## src/core_pkg.sv

```systemverilog
package core_pkg;

  //////////////////////////////
  // Widths and encodings
  //////////////////////////////

  localparam int unsigned XLEN       = 32;
  localparam int unsigned REG_ADDR_W = 5;
  localparam int unsigned NUM_REGS   = 32;

  // Major opcodes, RV32I base
  localparam logic [6:0] OPC_OP     = 7'b0110011;
  localparam logic [6:0] OPC_OP_IMM = 7'b0010011;

  // funct3 values shared by register and immediate forms
  localparam logic [2:0] F3_ADD = 3'b000;
  localparam logic [2:0] F3_SLT = 3'b010;
  localparam logic [2:0] F3_XOR = 3'b100;
  localparam logic [2:0] F3_OR  = 3'b110;
  localparam logic [2:0] F3_AND = 3'b111;

  // funct7, SUB is the only alternate form supported
  localparam logic [6:0] F7_BASE = 7'b0000000;
  localparam logic [6:0] F7_SUB  = 7'b0100000;

  typedef enum logic [2:0] {
    ALU_ADD,
    ALU_SUB,
    ALU_AND,
    ALU_OR,
    ALU_XOR,
    ALU_SLT
  } alu_op_e;

  //////////////////////////////
  // Instruction views
  //////////////////////////////

  typedef struct packed {
    logic [6:0]            funct7;
    logic [REG_ADDR_W-1:0] rs2;
    logic [REG_ADDR_W-1:0] rs1;
    logic [2:0]            funct3;
    logic [REG_ADDR_W-1:0] rd;
    logic [6:0]            opcode;
  } r_type_t;

  typedef struct packed {
    logic [11:0]           imm12;
    logic [REG_ADDR_W-1:0] rs1;
    logic [2:0]            funct3;
    logic [REG_ADDR_W-1:0] rd;
    logic [6:0]            opcode;
  } i_type_t;

  // Same 32-bit word, read as R-type or I-type
  typedef union packed {
    r_type_t rtype;
    i_type_t itype;
  } instr_u;

  //////////////////////////////
  // Pipe registers
  //////////////////////////////

  typedef struct packed {
    logic                  valid;
    logic                  illegal;
    alu_op_e               alu_op;
    logic [XLEN-1:0]       operand_a;
    logic [XLEN-1:0]       operand_b;
    logic [REG_ADDR_W-1:0] rd;
  } id_ex_t;

  typedef struct packed {
    logic                  valid;
    logic                  illegal;
    logic                  we;
    logic [REG_ADDR_W-1:0] rd;
    logic [XLEN-1:0]       result;
  } ex_wb_t;

  // Result in flight, seen by decode
  typedef struct packed {
    logic                  we;
    logic [REG_ADDR_W-1:0] rd;
    logic [XLEN-1:0]       data;
  } fwd_t;

endpackage

```

## src/decode_stage.sv

```systemverilog
module decode_stage (
  input  logic                            clk_i,
  input  logic                            reset_i,
  input  logic                            instr_valid_i,
  input  core_pkg::instr_u                instr_i,
  output logic [core_pkg::REG_ADDR_W-1:0] rs1_addr_o,
  output logic [core_pkg::REG_ADDR_W-1:0] rs2_addr_o,
  input  logic [core_pkg::XLEN-1:0]       rs1_rdata_i,
  input  logic [core_pkg::XLEN-1:0]       rs2_rdata_i,
  input  core_pkg::fwd_t                  ex_fwd_i,
  input  core_pkg::fwd_t                  wb_fwd_i,
  output core_pkg::id_ex_t                id_ex_o
);
  import core_pkg::*;

  id_ex_t          id_ex_d;
  id_ex_t          id_ex_q;
  alu_op_e         alu_op;
  logic            legal;
  logic            use_imm;
  logic [XLEN-1:0] imm_sext;
  logic [XLEN-1:0] rs1_value;
  logic [XLEN-1:0] rs2_value;

  // Newest value wins: execute, then write-back, then register file
  function automatic logic [XLEN-1:0] pick_operand(
    input logic [REG_ADDR_W-1:0] addr,
    input logic [XLEN-1:0]       rf_data,
    input fwd_t                  ex_fwd,
    input fwd_t                  wb_fwd
  );
    logic [XLEN-1:0] value;
    value = rf_data;
    if (ex_fwd.we && (ex_fwd.rd == addr) && (addr != '0)) begin
      value = ex_fwd.data;
    end else if (wb_fwd.we && (wb_fwd.rd == addr) && (addr != '0)) begin
      value = wb_fwd.data;
    end
    return value;
  endfunction

  //////////////////////////////
  // Instruction decode
  //////////////////////////////

  always_comb begin
    alu_op  = ALU_ADD;
    legal   = 1'b0;
    use_imm = 1'b0;
    case (instr_i.rtype.opcode)
      OPC_OP: begin
        // SUB only pairs with the ADD funct3
        legal = (instr_i.rtype.funct7 == F7_BASE);
        case (instr_i.rtype.funct3)
          F3_ADD: begin
            if (instr_i.rtype.funct7 == F7_SUB) begin
              alu_op = ALU_SUB;
              legal  = 1'b1;
            end
          end
          F3_SLT:  alu_op = ALU_SLT;
          F3_XOR:  alu_op = ALU_XOR;
          F3_OR:   alu_op = ALU_OR;
          F3_AND:  alu_op = ALU_AND;
          default: legal  = 1'b0;
        endcase
      end
      OPC_OP_IMM: begin
        use_imm = 1'b1;
        legal   = 1'b1;
        case (instr_i.itype.funct3)
          F3_ADD:  alu_op = ALU_ADD;
          F3_SLT:  alu_op = ALU_SLT;
          F3_XOR:  alu_op = ALU_XOR;
          F3_OR:   alu_op = ALU_OR;
          F3_AND:  alu_op = ALU_AND;
          default: legal  = 1'b0;
        endcase
      end
      default: legal = 1'b0;
    endcase
  end

  // 12-bit immediate, sign extended
  assign imm_sext = {{(XLEN-12){instr_i.itype.imm12[11]}}, instr_i.itype.imm12};

  // rs1 sits at the same bits in both views
  assign rs1_addr_o = instr_i.rtype.rs1;
  assign rs2_addr_o = instr_i.rtype.rs2;

  assign rs1_value = pick_operand(rs1_addr_o, rs1_rdata_i, ex_fwd_i, wb_fwd_i);
  assign rs2_value = pick_operand(rs2_addr_o, rs2_rdata_i, ex_fwd_i, wb_fwd_i);

  always_comb begin
    id_ex_d.valid     = instr_valid_i;
    id_ex_d.illegal   = instr_valid_i & ~legal;
    id_ex_d.alu_op    = alu_op;
    id_ex_d.operand_a = rs1_value;
    id_ex_d.operand_b = use_imm ? imm_sext : rs2_value;
    id_ex_d.rd        = instr_i.rtype.rd;
  end

  //////////////////////////////
  // Decode to execute register
  //////////////////////////////

  always_ff @(posedge clk_i) begin
    if (reset_i) begin
      id_ex_q.valid   <= 1'b0;
      id_ex_q.illegal <= 1'b0;
    end else begin
      id_ex_q <= id_ex_d;
    end
  end

  assign id_ex_o = id_ex_q;

endmodule

```

## src/execute_stage.sv

```systemverilog
module execute_stage (
  input  logic             clk_i,
  input  logic             reset_i,
  input  core_pkg::id_ex_t id_ex_i,
  output core_pkg::fwd_t   ex_fwd_o,
  output core_pkg::ex_wb_t ex_wb_o
);
  import core_pkg::*;

  logic [XLEN-1:0] alu_result;
  logic            less_than;
  ex_wb_t          ex_wb_d;
  ex_wb_t          ex_wb_q;

  //////////////////////////////
  // ALU
  //////////////////////////////

  // Signed compare for SLT and SLTI
  assign less_than = $signed(id_ex_i.operand_a) < $signed(id_ex_i.operand_b);

  always_comb begin
    case (id_ex_i.alu_op)
      ALU_ADD: alu_result = id_ex_i.operand_a + id_ex_i.operand_b;
      ALU_SUB: alu_result = id_ex_i.operand_a - id_ex_i.operand_b;
      ALU_AND: alu_result = id_ex_i.operand_a & id_ex_i.operand_b;
      ALU_OR:  alu_result = id_ex_i.operand_a | id_ex_i.operand_b;
      ALU_XOR: alu_result = id_ex_i.operand_a ^ id_ex_i.operand_b;
      ALU_SLT: alu_result = {{(XLEN-1){1'b0}}, less_than};
      default: alu_result = '0;
    endcase
  end

  // Item in execute, offered to decode
  // No write for bubbles, illegal encodings or x0
  assign ex_fwd_o.we   = id_ex_i.valid & ~id_ex_i.illegal & (id_ex_i.rd != '0);
  assign ex_fwd_o.rd   = id_ex_i.rd;
  assign ex_fwd_o.data = alu_result;

  always_comb begin
    ex_wb_d.valid   = id_ex_i.valid;
    ex_wb_d.illegal = id_ex_i.valid & id_ex_i.illegal;
    ex_wb_d.we      = ex_fwd_o.we;
    ex_wb_d.rd      = id_ex_i.rd;
    ex_wb_d.result  = alu_result;
  end

  //////////////////////////////
  // Execute to write-back register
  //////////////////////////////

  always_ff @(posedge clk_i) begin
    if (reset_i) begin
      ex_wb_q.valid   <= 1'b0;
      ex_wb_q.illegal <= 1'b0;
      ex_wb_q.we      <= 1'b0;
    end else begin
      ex_wb_q <= ex_wb_d;
    end
  end

  assign ex_wb_o = ex_wb_q;

endmodule

```

## src/result_stage.sv

```systemverilog
module result_stage (
  input  logic                            clk_i,
  input  logic                            reset_i,
  input  core_pkg::ex_wb_t                ex_wb_i,
  input  logic [core_pkg::REG_ADDR_W-1:0] rs1_addr_i,
  input  logic [core_pkg::REG_ADDR_W-1:0] rs2_addr_i,
  output logic [core_pkg::XLEN-1:0]       rs1_rdata_o,
  output logic [core_pkg::XLEN-1:0]       rs2_rdata_o,
  output core_pkg::fwd_t                  wb_fwd_o,
  output logic                            wb_valid_o,
  output logic                            wb_we_o,
  output logic                            illegal_o,
  output logic [core_pkg::REG_ADDR_W-1:0] wb_rd_o,
  output logic [core_pkg::XLEN-1:0]       wb_data_o
);
  import core_pkg::*;

  logic [XLEN-1:0] regs [NUM_REGS];

  //////////////////////////////
  // Register file
  //////////////////////////////

  // Cleared on reset, one write port
  always_ff @(posedge clk_i) begin
    if (reset_i) begin
      for (int idx = 0; idx < NUM_REGS; idx++) begin
        regs[idx] <= '0;
      end
    end else if (ex_wb_i.we && (ex_wb_i.rd != '0)) begin
      regs[ex_wb_i.rd] <= ex_wb_i.result;
    end
  end

  // Asynchronous reads
  // x0 reads zero regardless of storage
  assign rs1_rdata_o = (rs1_addr_i == '0) ? '0 : regs[rs1_addr_i];
  assign rs2_rdata_o = (rs2_addr_i == '0) ? '0 : regs[rs2_addr_i];

  //////////////////////////////
  // Write-back outputs
  //////////////////////////////

  // Forward of the write still on its way into the file
  assign wb_fwd_o.we   = ex_wb_i.we;
  assign wb_fwd_o.rd   = ex_wb_i.rd;
  assign wb_fwd_o.data = ex_wb_i.result;

  // Straight from the pipe register, one cycle per item
  assign wb_valid_o = ex_wb_i.valid;
  assign wb_we_o    = ex_wb_i.we;
  assign illegal_o  = ex_wb_i.illegal;
  assign wb_rd_o    = ex_wb_i.rd;
  assign wb_data_o  = ex_wb_i.result;

endmodule

```

## src/tiny_core.sv

```systemverilog
module tiny_core (
  input  logic                            clk_i,
  input  logic                            reset_i,
  input  logic                            instr_valid_i,
  input  core_pkg::instr_u                instr_i,
  output logic                            wb_valid_o,
  output logic                            wb_we_o,
  output logic                            illegal_o,
  output logic [core_pkg::REG_ADDR_W-1:0] wb_rd_o,
  output logic [core_pkg::XLEN-1:0]       wb_data_o
);
  import core_pkg::*;

  // Pipe registers between stages
  id_ex_t id_ex;
  ex_wb_t ex_wb;

  // Forwards back into decode
  fwd_t ex_fwd;
  fwd_t wb_fwd;

  // Register file read ports
  logic [REG_ADDR_W-1:0] rs1_addr;
  logic [REG_ADDR_W-1:0] rs2_addr;
  logic [XLEN-1:0]       rs1_rdata;
  logic [XLEN-1:0]       rs2_rdata;

  //////////////////////////////
  // Decode
  //////////////////////////////

  decode_stage u_decode_stage (
    .clk_i         (clk_i),
    .reset_i       (reset_i),
    .instr_valid_i (instr_valid_i),
    .instr_i       (instr_i),
    .rs1_addr_o    (rs1_addr),
    .rs2_addr_o    (rs2_addr),
    .rs1_rdata_i   (rs1_rdata),
    .rs2_rdata_i   (rs2_rdata),
    .ex_fwd_i      (ex_fwd),
    .wb_fwd_i      (wb_fwd),
    .id_ex_o       (id_ex)
  );

  //////////////////////////////
  // Execute
  //////////////////////////////

  execute_stage u_execute_stage (
    .clk_i    (clk_i),
    .reset_i  (reset_i),
    .id_ex_i  (id_ex),
    .ex_fwd_o (ex_fwd),
    .ex_wb_o  (ex_wb)
  );

  //////////////////////////////
  // Write-back and register file
  //////////////////////////////

  result_stage u_result_stage (
    .clk_i       (clk_i),
    .reset_i     (reset_i),
    .ex_wb_i     (ex_wb),
    .rs1_addr_i  (rs1_addr),
    .rs2_addr_i  (rs2_addr),
    .rs1_rdata_o (rs1_rdata),
    .rs2_rdata_o (rs2_rdata),
    .wb_fwd_o    (wb_fwd),
    .wb_valid_o  (wb_valid_o),
    .wb_we_o     (wb_we_o),
    .illegal_o   (illegal_o),
    .wb_rd_o     (wb_rd_o),
    .wb_data_o   (wb_data_o)
  );

endmodule

```

## config.mk

```make
export PLATFORM = sky130hd
export DESIGN_NAME = tiny_core
export DESIGN_NICKNAME = d
export VERILOG_FILES = /design/src/core_pkg.sv /design/src/decode_stage.sv /design/src/execute_stage.sv /design/src/result_stage.sv /design/src/tiny_core.sv
export SDC_FILE = /design/constraint.sdc
export NUM_CORES = 2
export LEC_CHECK = 0
export BUFFER_PORTS_ARGS = -buffer_cell sky130_fd_sc_hd__buf_2
export CORE_ASPECT_RATIO = 0.5
export CORE_MARGIN = 5
export CORE_UTILIZATION = 51
export DETAILED_ROUTE_END_ITERATION = 16
export HOLD_SLACK_MARGIN = 0.1
export PLACE_DENSITY = 0.69
export SLEW_MARGIN = 20
export SYNTH_ARGS = -nofsm -noshare
export SYNTH_HDL_FRONTEND = slang
export SYNTH_HIERARCHICAL = 1
export SYNTH_SLANG_ARGS = --single-unit
```

## constraint.sdc

```tcl
create_clock -name clk_i -period 3.5 [get_ports clk_i]
set_input_delay 0.175 -clock clk_i [delete_from_list [all_inputs] [get_ports clk_i]]
set_output_delay 0.175 -clock clk_i [all_outputs]
set_load 0.05 [all_outputs]
```

==> summary.md <==
| Metric | Value |
|---|---|
| Hold EP | `u_decode_stage/id_ex_o[4]` |
| Seq cells post-synth | `1,138` |
| Post-Syn Area | `66,300 µm²` |
| I/O pin count | `75` |
| Final Util | `57.7%` |
| Setup TNS | `-3.47 ns` |
| Ys async rst share | `0%` |
| Post-synth top area share | `51.3%` |
| Critical path capture point type | `flop` |
| Post-route DRC | `0` |
| Relative slew slack | `20.7%` |
| DIE HEIGHT | `265 µm` |
| Area growth, synth to finish | `12.2%` |
| Lkg Pwr | `27.5 nW` |
| Post-DP HPWL | `148,000 µm` |
| Most used flip-flop cell after synthesis | `edfxtp_1` |
| Synth cell types | `98` |
| Max Freq | `0.261 GHz` |
| Min cycle time layout | `3.84 ns` |
| Largest cells by area after synthesis | `edfxtp_1 (51%), mux4_2 (16%), and2_1 (9.5%), mux2i_1 (2.9%), ha_1 (1.9%)` |
| CP Class | `reg -> reg` |
| WHS Path Cells | `2` |
| Post-route cell area | `74,500 µm²` |
| Number of synthesized flops with an enable pin | `1,133` |
| Initial antenna violation count | `15` |
| Syn avg cell area | `13.6 µm²` |
| Vias in the first global route | `44,700` |
| Via count | `45,500` |
| GRT Overall Usage | `31.1%` |
| Fraction of layout cells with a size suffix above 1 | `28.3%` |
| RSZ-0062 raised after global routing | `true` |
| FILL cells | `9,952` |
| CTS root buffer | `clkbuf_16` |
| Clock Path Buffers | `3` |
| Global route total overflow | `0` |
| Die area | `138,000 µm²` |
| Final Hold Viols | `0` |
| YS warnings | `6` |
| Yosys top cell by area | `edfxtp_1` |
| Peak VDD IR | `0.401 mV` |
| Worst hold path type | `in -> reg` |
| First-pass GRT wire length | `314,000 µm` |
| Post-route ant nets | `0` |
| Final Non-Filler Cells | `6,801` |
| Number of buffers created by CTS | `107` |
| Worst Slack Setup Final | `-0.337 ns` |
| Clock Sinks | `1,138` |
| Final Max Tran Viols | `0` |
| R2r worst-path depth | `14` |
| Via/cell ratio | `6.70` |
| Worst-path clk slew | `0.07 ns` |
| Syn Inst Count | `4,876` |
| Number of detailed-route iterations in the first pass | `5` |
| Final Cycle Share | `110%` |
| Most frequent cell after synthesis | `edfxtp_1` |
| Register area share after synthesis | `51.4%` |
| Largest net degree at the start of global routing | `73` |
| Starting Density | `51.4%` |
| Area after DPL | `70,100 µm²` |
| WP data required | `3.95 ns` |
| NumNets Final | `5,133` |
| Crit Reg-Reg Startpoint | `u_decode_stage/id_ex_o[5]` |
| PortBufs | `74` |
| CTS H-Tree Depth | `3` |
| Worst slew pin tran | `1.19 ns` |
| Worst r2r dst | `u_decode_stage/id_ex_o[21]` |
| Critical hold path startpoint | `instr_i[11]` |
| Pwr Total | `34.5 mW` |
| CP Launch Type | `flop` |
| Final clock skew | `0.0383 ns` |
| Setup violations, final | `28` |
| Post-Place Cells | `6,554` |
| CTS tree | `yes` |
| Pwr per Cell Area | `463 nW/µm²` |
| Failing checks | `setup timing` |
| Die Wd | `520 µm` |
| Commonest cells post-synth | `edfxtp_1 (1,133), and2_1 (1,003), mux4_2 (472)` |
| Data arrival time of the critical path | `4.28 ns` |
| Initial DRC count | `6,763` |
| Drt wl/cell | `32.2 µm` |
| Clock latency on the worst-skew pair | `0.74 ns` |
| Core area | `129,000 µm²` |
| Row Count | `93` |
| CP max FO | `3` |
| Status | `finished, violations left` |
| Reg2Reg Setup Slack | `-0.34 ns` |
| Max_cap viols | `0` |
| Routed Wire Length | `219,000 µm` |
| GPL Wtd Cong | `0.928` |
## metrics by stage
stage / worst slack, ns / hold WS (ns)
after detailed placement: -0.431 / 0.354
final: -0.337 / 0.143
after global routing: -0.506 / 0.134
after CTS: -0.244 / 0.108
after global placement: -0.492 / 0.353
after floorplan: -0.0701 / 0.254
## report_power, final
part | internal, mW | total, mW | switching (mW)
clock network | 6.59 | 11.9 | 5.36
logic | 2.55 | 6.58 | 4.03
registers | 15.6 | 16.0 | 0.364
## per-layer routing
| layer | up-vias | track usage (%) | routed length, µm |
|---|---|---|---|
| met5 | - | 0.845 | 322 |
| met4 | 20 | 8.77 | 6600 |
| met3 | 468 | 11.3 | 32500 |
| met2 | 3223 | 47.5 | 97800 |
| met1 | 23100 | 42.3 | 81600 |
| li1 | 18700 | - | - |
## flip-flops by register name, indices dropped and copies added (netlist names)
register / cells
u_decode_stage/id_ex_o: 74
u_execute_stage/ex_wb_o: 40
u_result_stage/regs: 1024
## cells by family after synthesis
| group | share of synthesized area (%) |
|---|---|
| flip-flops | 51.4 |
| adder cells (fa/ha/maj) | 1.97 |
| multiplexers | 19.4 |
| other | 0.00565 |
| XOR/XNOR | 0.421 |
| AO/OA/AOI/OAI | 7.57 |
| buffers and inverters | 5.51 |
| AND/OR/NAND/NOR | 13.7 |
## worst max path at each step
stage                                         start  cells after the start                          to  slack, ns
after floorplan           u_decode_stage/id_ex_o[5]                     14  u_decode_stage/id_ex_o[21]      -0.07
after global routing      u_decode_stage/id_ex_o[5]                     15  u_decode_stage/id_ex_o[33]      -0.51
after detailed placement  u_decode_stage/id_ex_o[6]                     14  u_decode_stage/id_ex_o[36]      -0.43
after global placement                  instr_i[20]                      9  u_decode_stage/id_ex_o[26]      -0.49
after CTS                 u_decode_stage/id_ex_o[5]                     15  u_decode_stage/id_ex_o[33]      -0.24
final                     u_decode_stage/id_ex_o[5]                     14  u_decode_stage/id_ex_o[21]      -0.34
## cell usage in the layout (no fill, tap or decap), types with 67 or more instances in the layout
cell | netlist | routed
a21oi_1 | 97 | 91
and2_1 | 1003 | 999
buf_2 | 51 | 67
buf_4 | 168 | 401
clkbuf_16 | 0 | 107
edfxtp_1 | 1133 | 1133
ha_1 | 101 | 96
inv_1 | 107 | 100
mux2i_1 | 190 | 190
mux4_2 | 472 | 472
nand2_1 | 124 | 121
nor2_1 | 141 | 107
nor3_1 | 70 | 69
o22ai_1 | 114 | 111
## worst max-delay path, cell delays in order (launching register included)
cell and delay (ns):
edfxtp_1 0.43, ha_4 0.19, fa_2 0.36, o21ba_4 0.23, or4_4 0.45, a2111oi_4 0.34, buf_4 0.16, or4_4 0.12
a21oi_2 0.06, o21ba_4 0.21, o311ai_4 0.22, mux2i_1 0.12, or4_4 0.47, nor2_4 0.12, o31ai_1 0.07
## final cells by class
class | count | area [µm²] | share of cell area (%)
Inverter | 108 | 405 | 0.544
Multi-Input combinational cell | 3069 | 29200 | 39.2
Clock buffer | 123 | 2740 | 3.68
Antenna cell | 3 | 7.51 | 0.0101
Tap cell | 1710 | 2140 | 2.87
Clock inverter | 79 | 774 | 1.04
Timing Repair Buffer | 571 | 5060 | 6.79
Sequential cell | 1138 | 34100 | 45.8
## timing repair
item / 4_1_cts / 5_1_grt
buffers inserted: 7 / 6
setup endpoints to repair: 42 / 59
endpoints found under the hold margin: 43 / 0
hold buffers: 28 / 0
gates cloned: 0 / 0
pin swaps: 21 / 13
resized for setup: 57 / 30
Note: power is estimated with default switching activity, not from simulation.
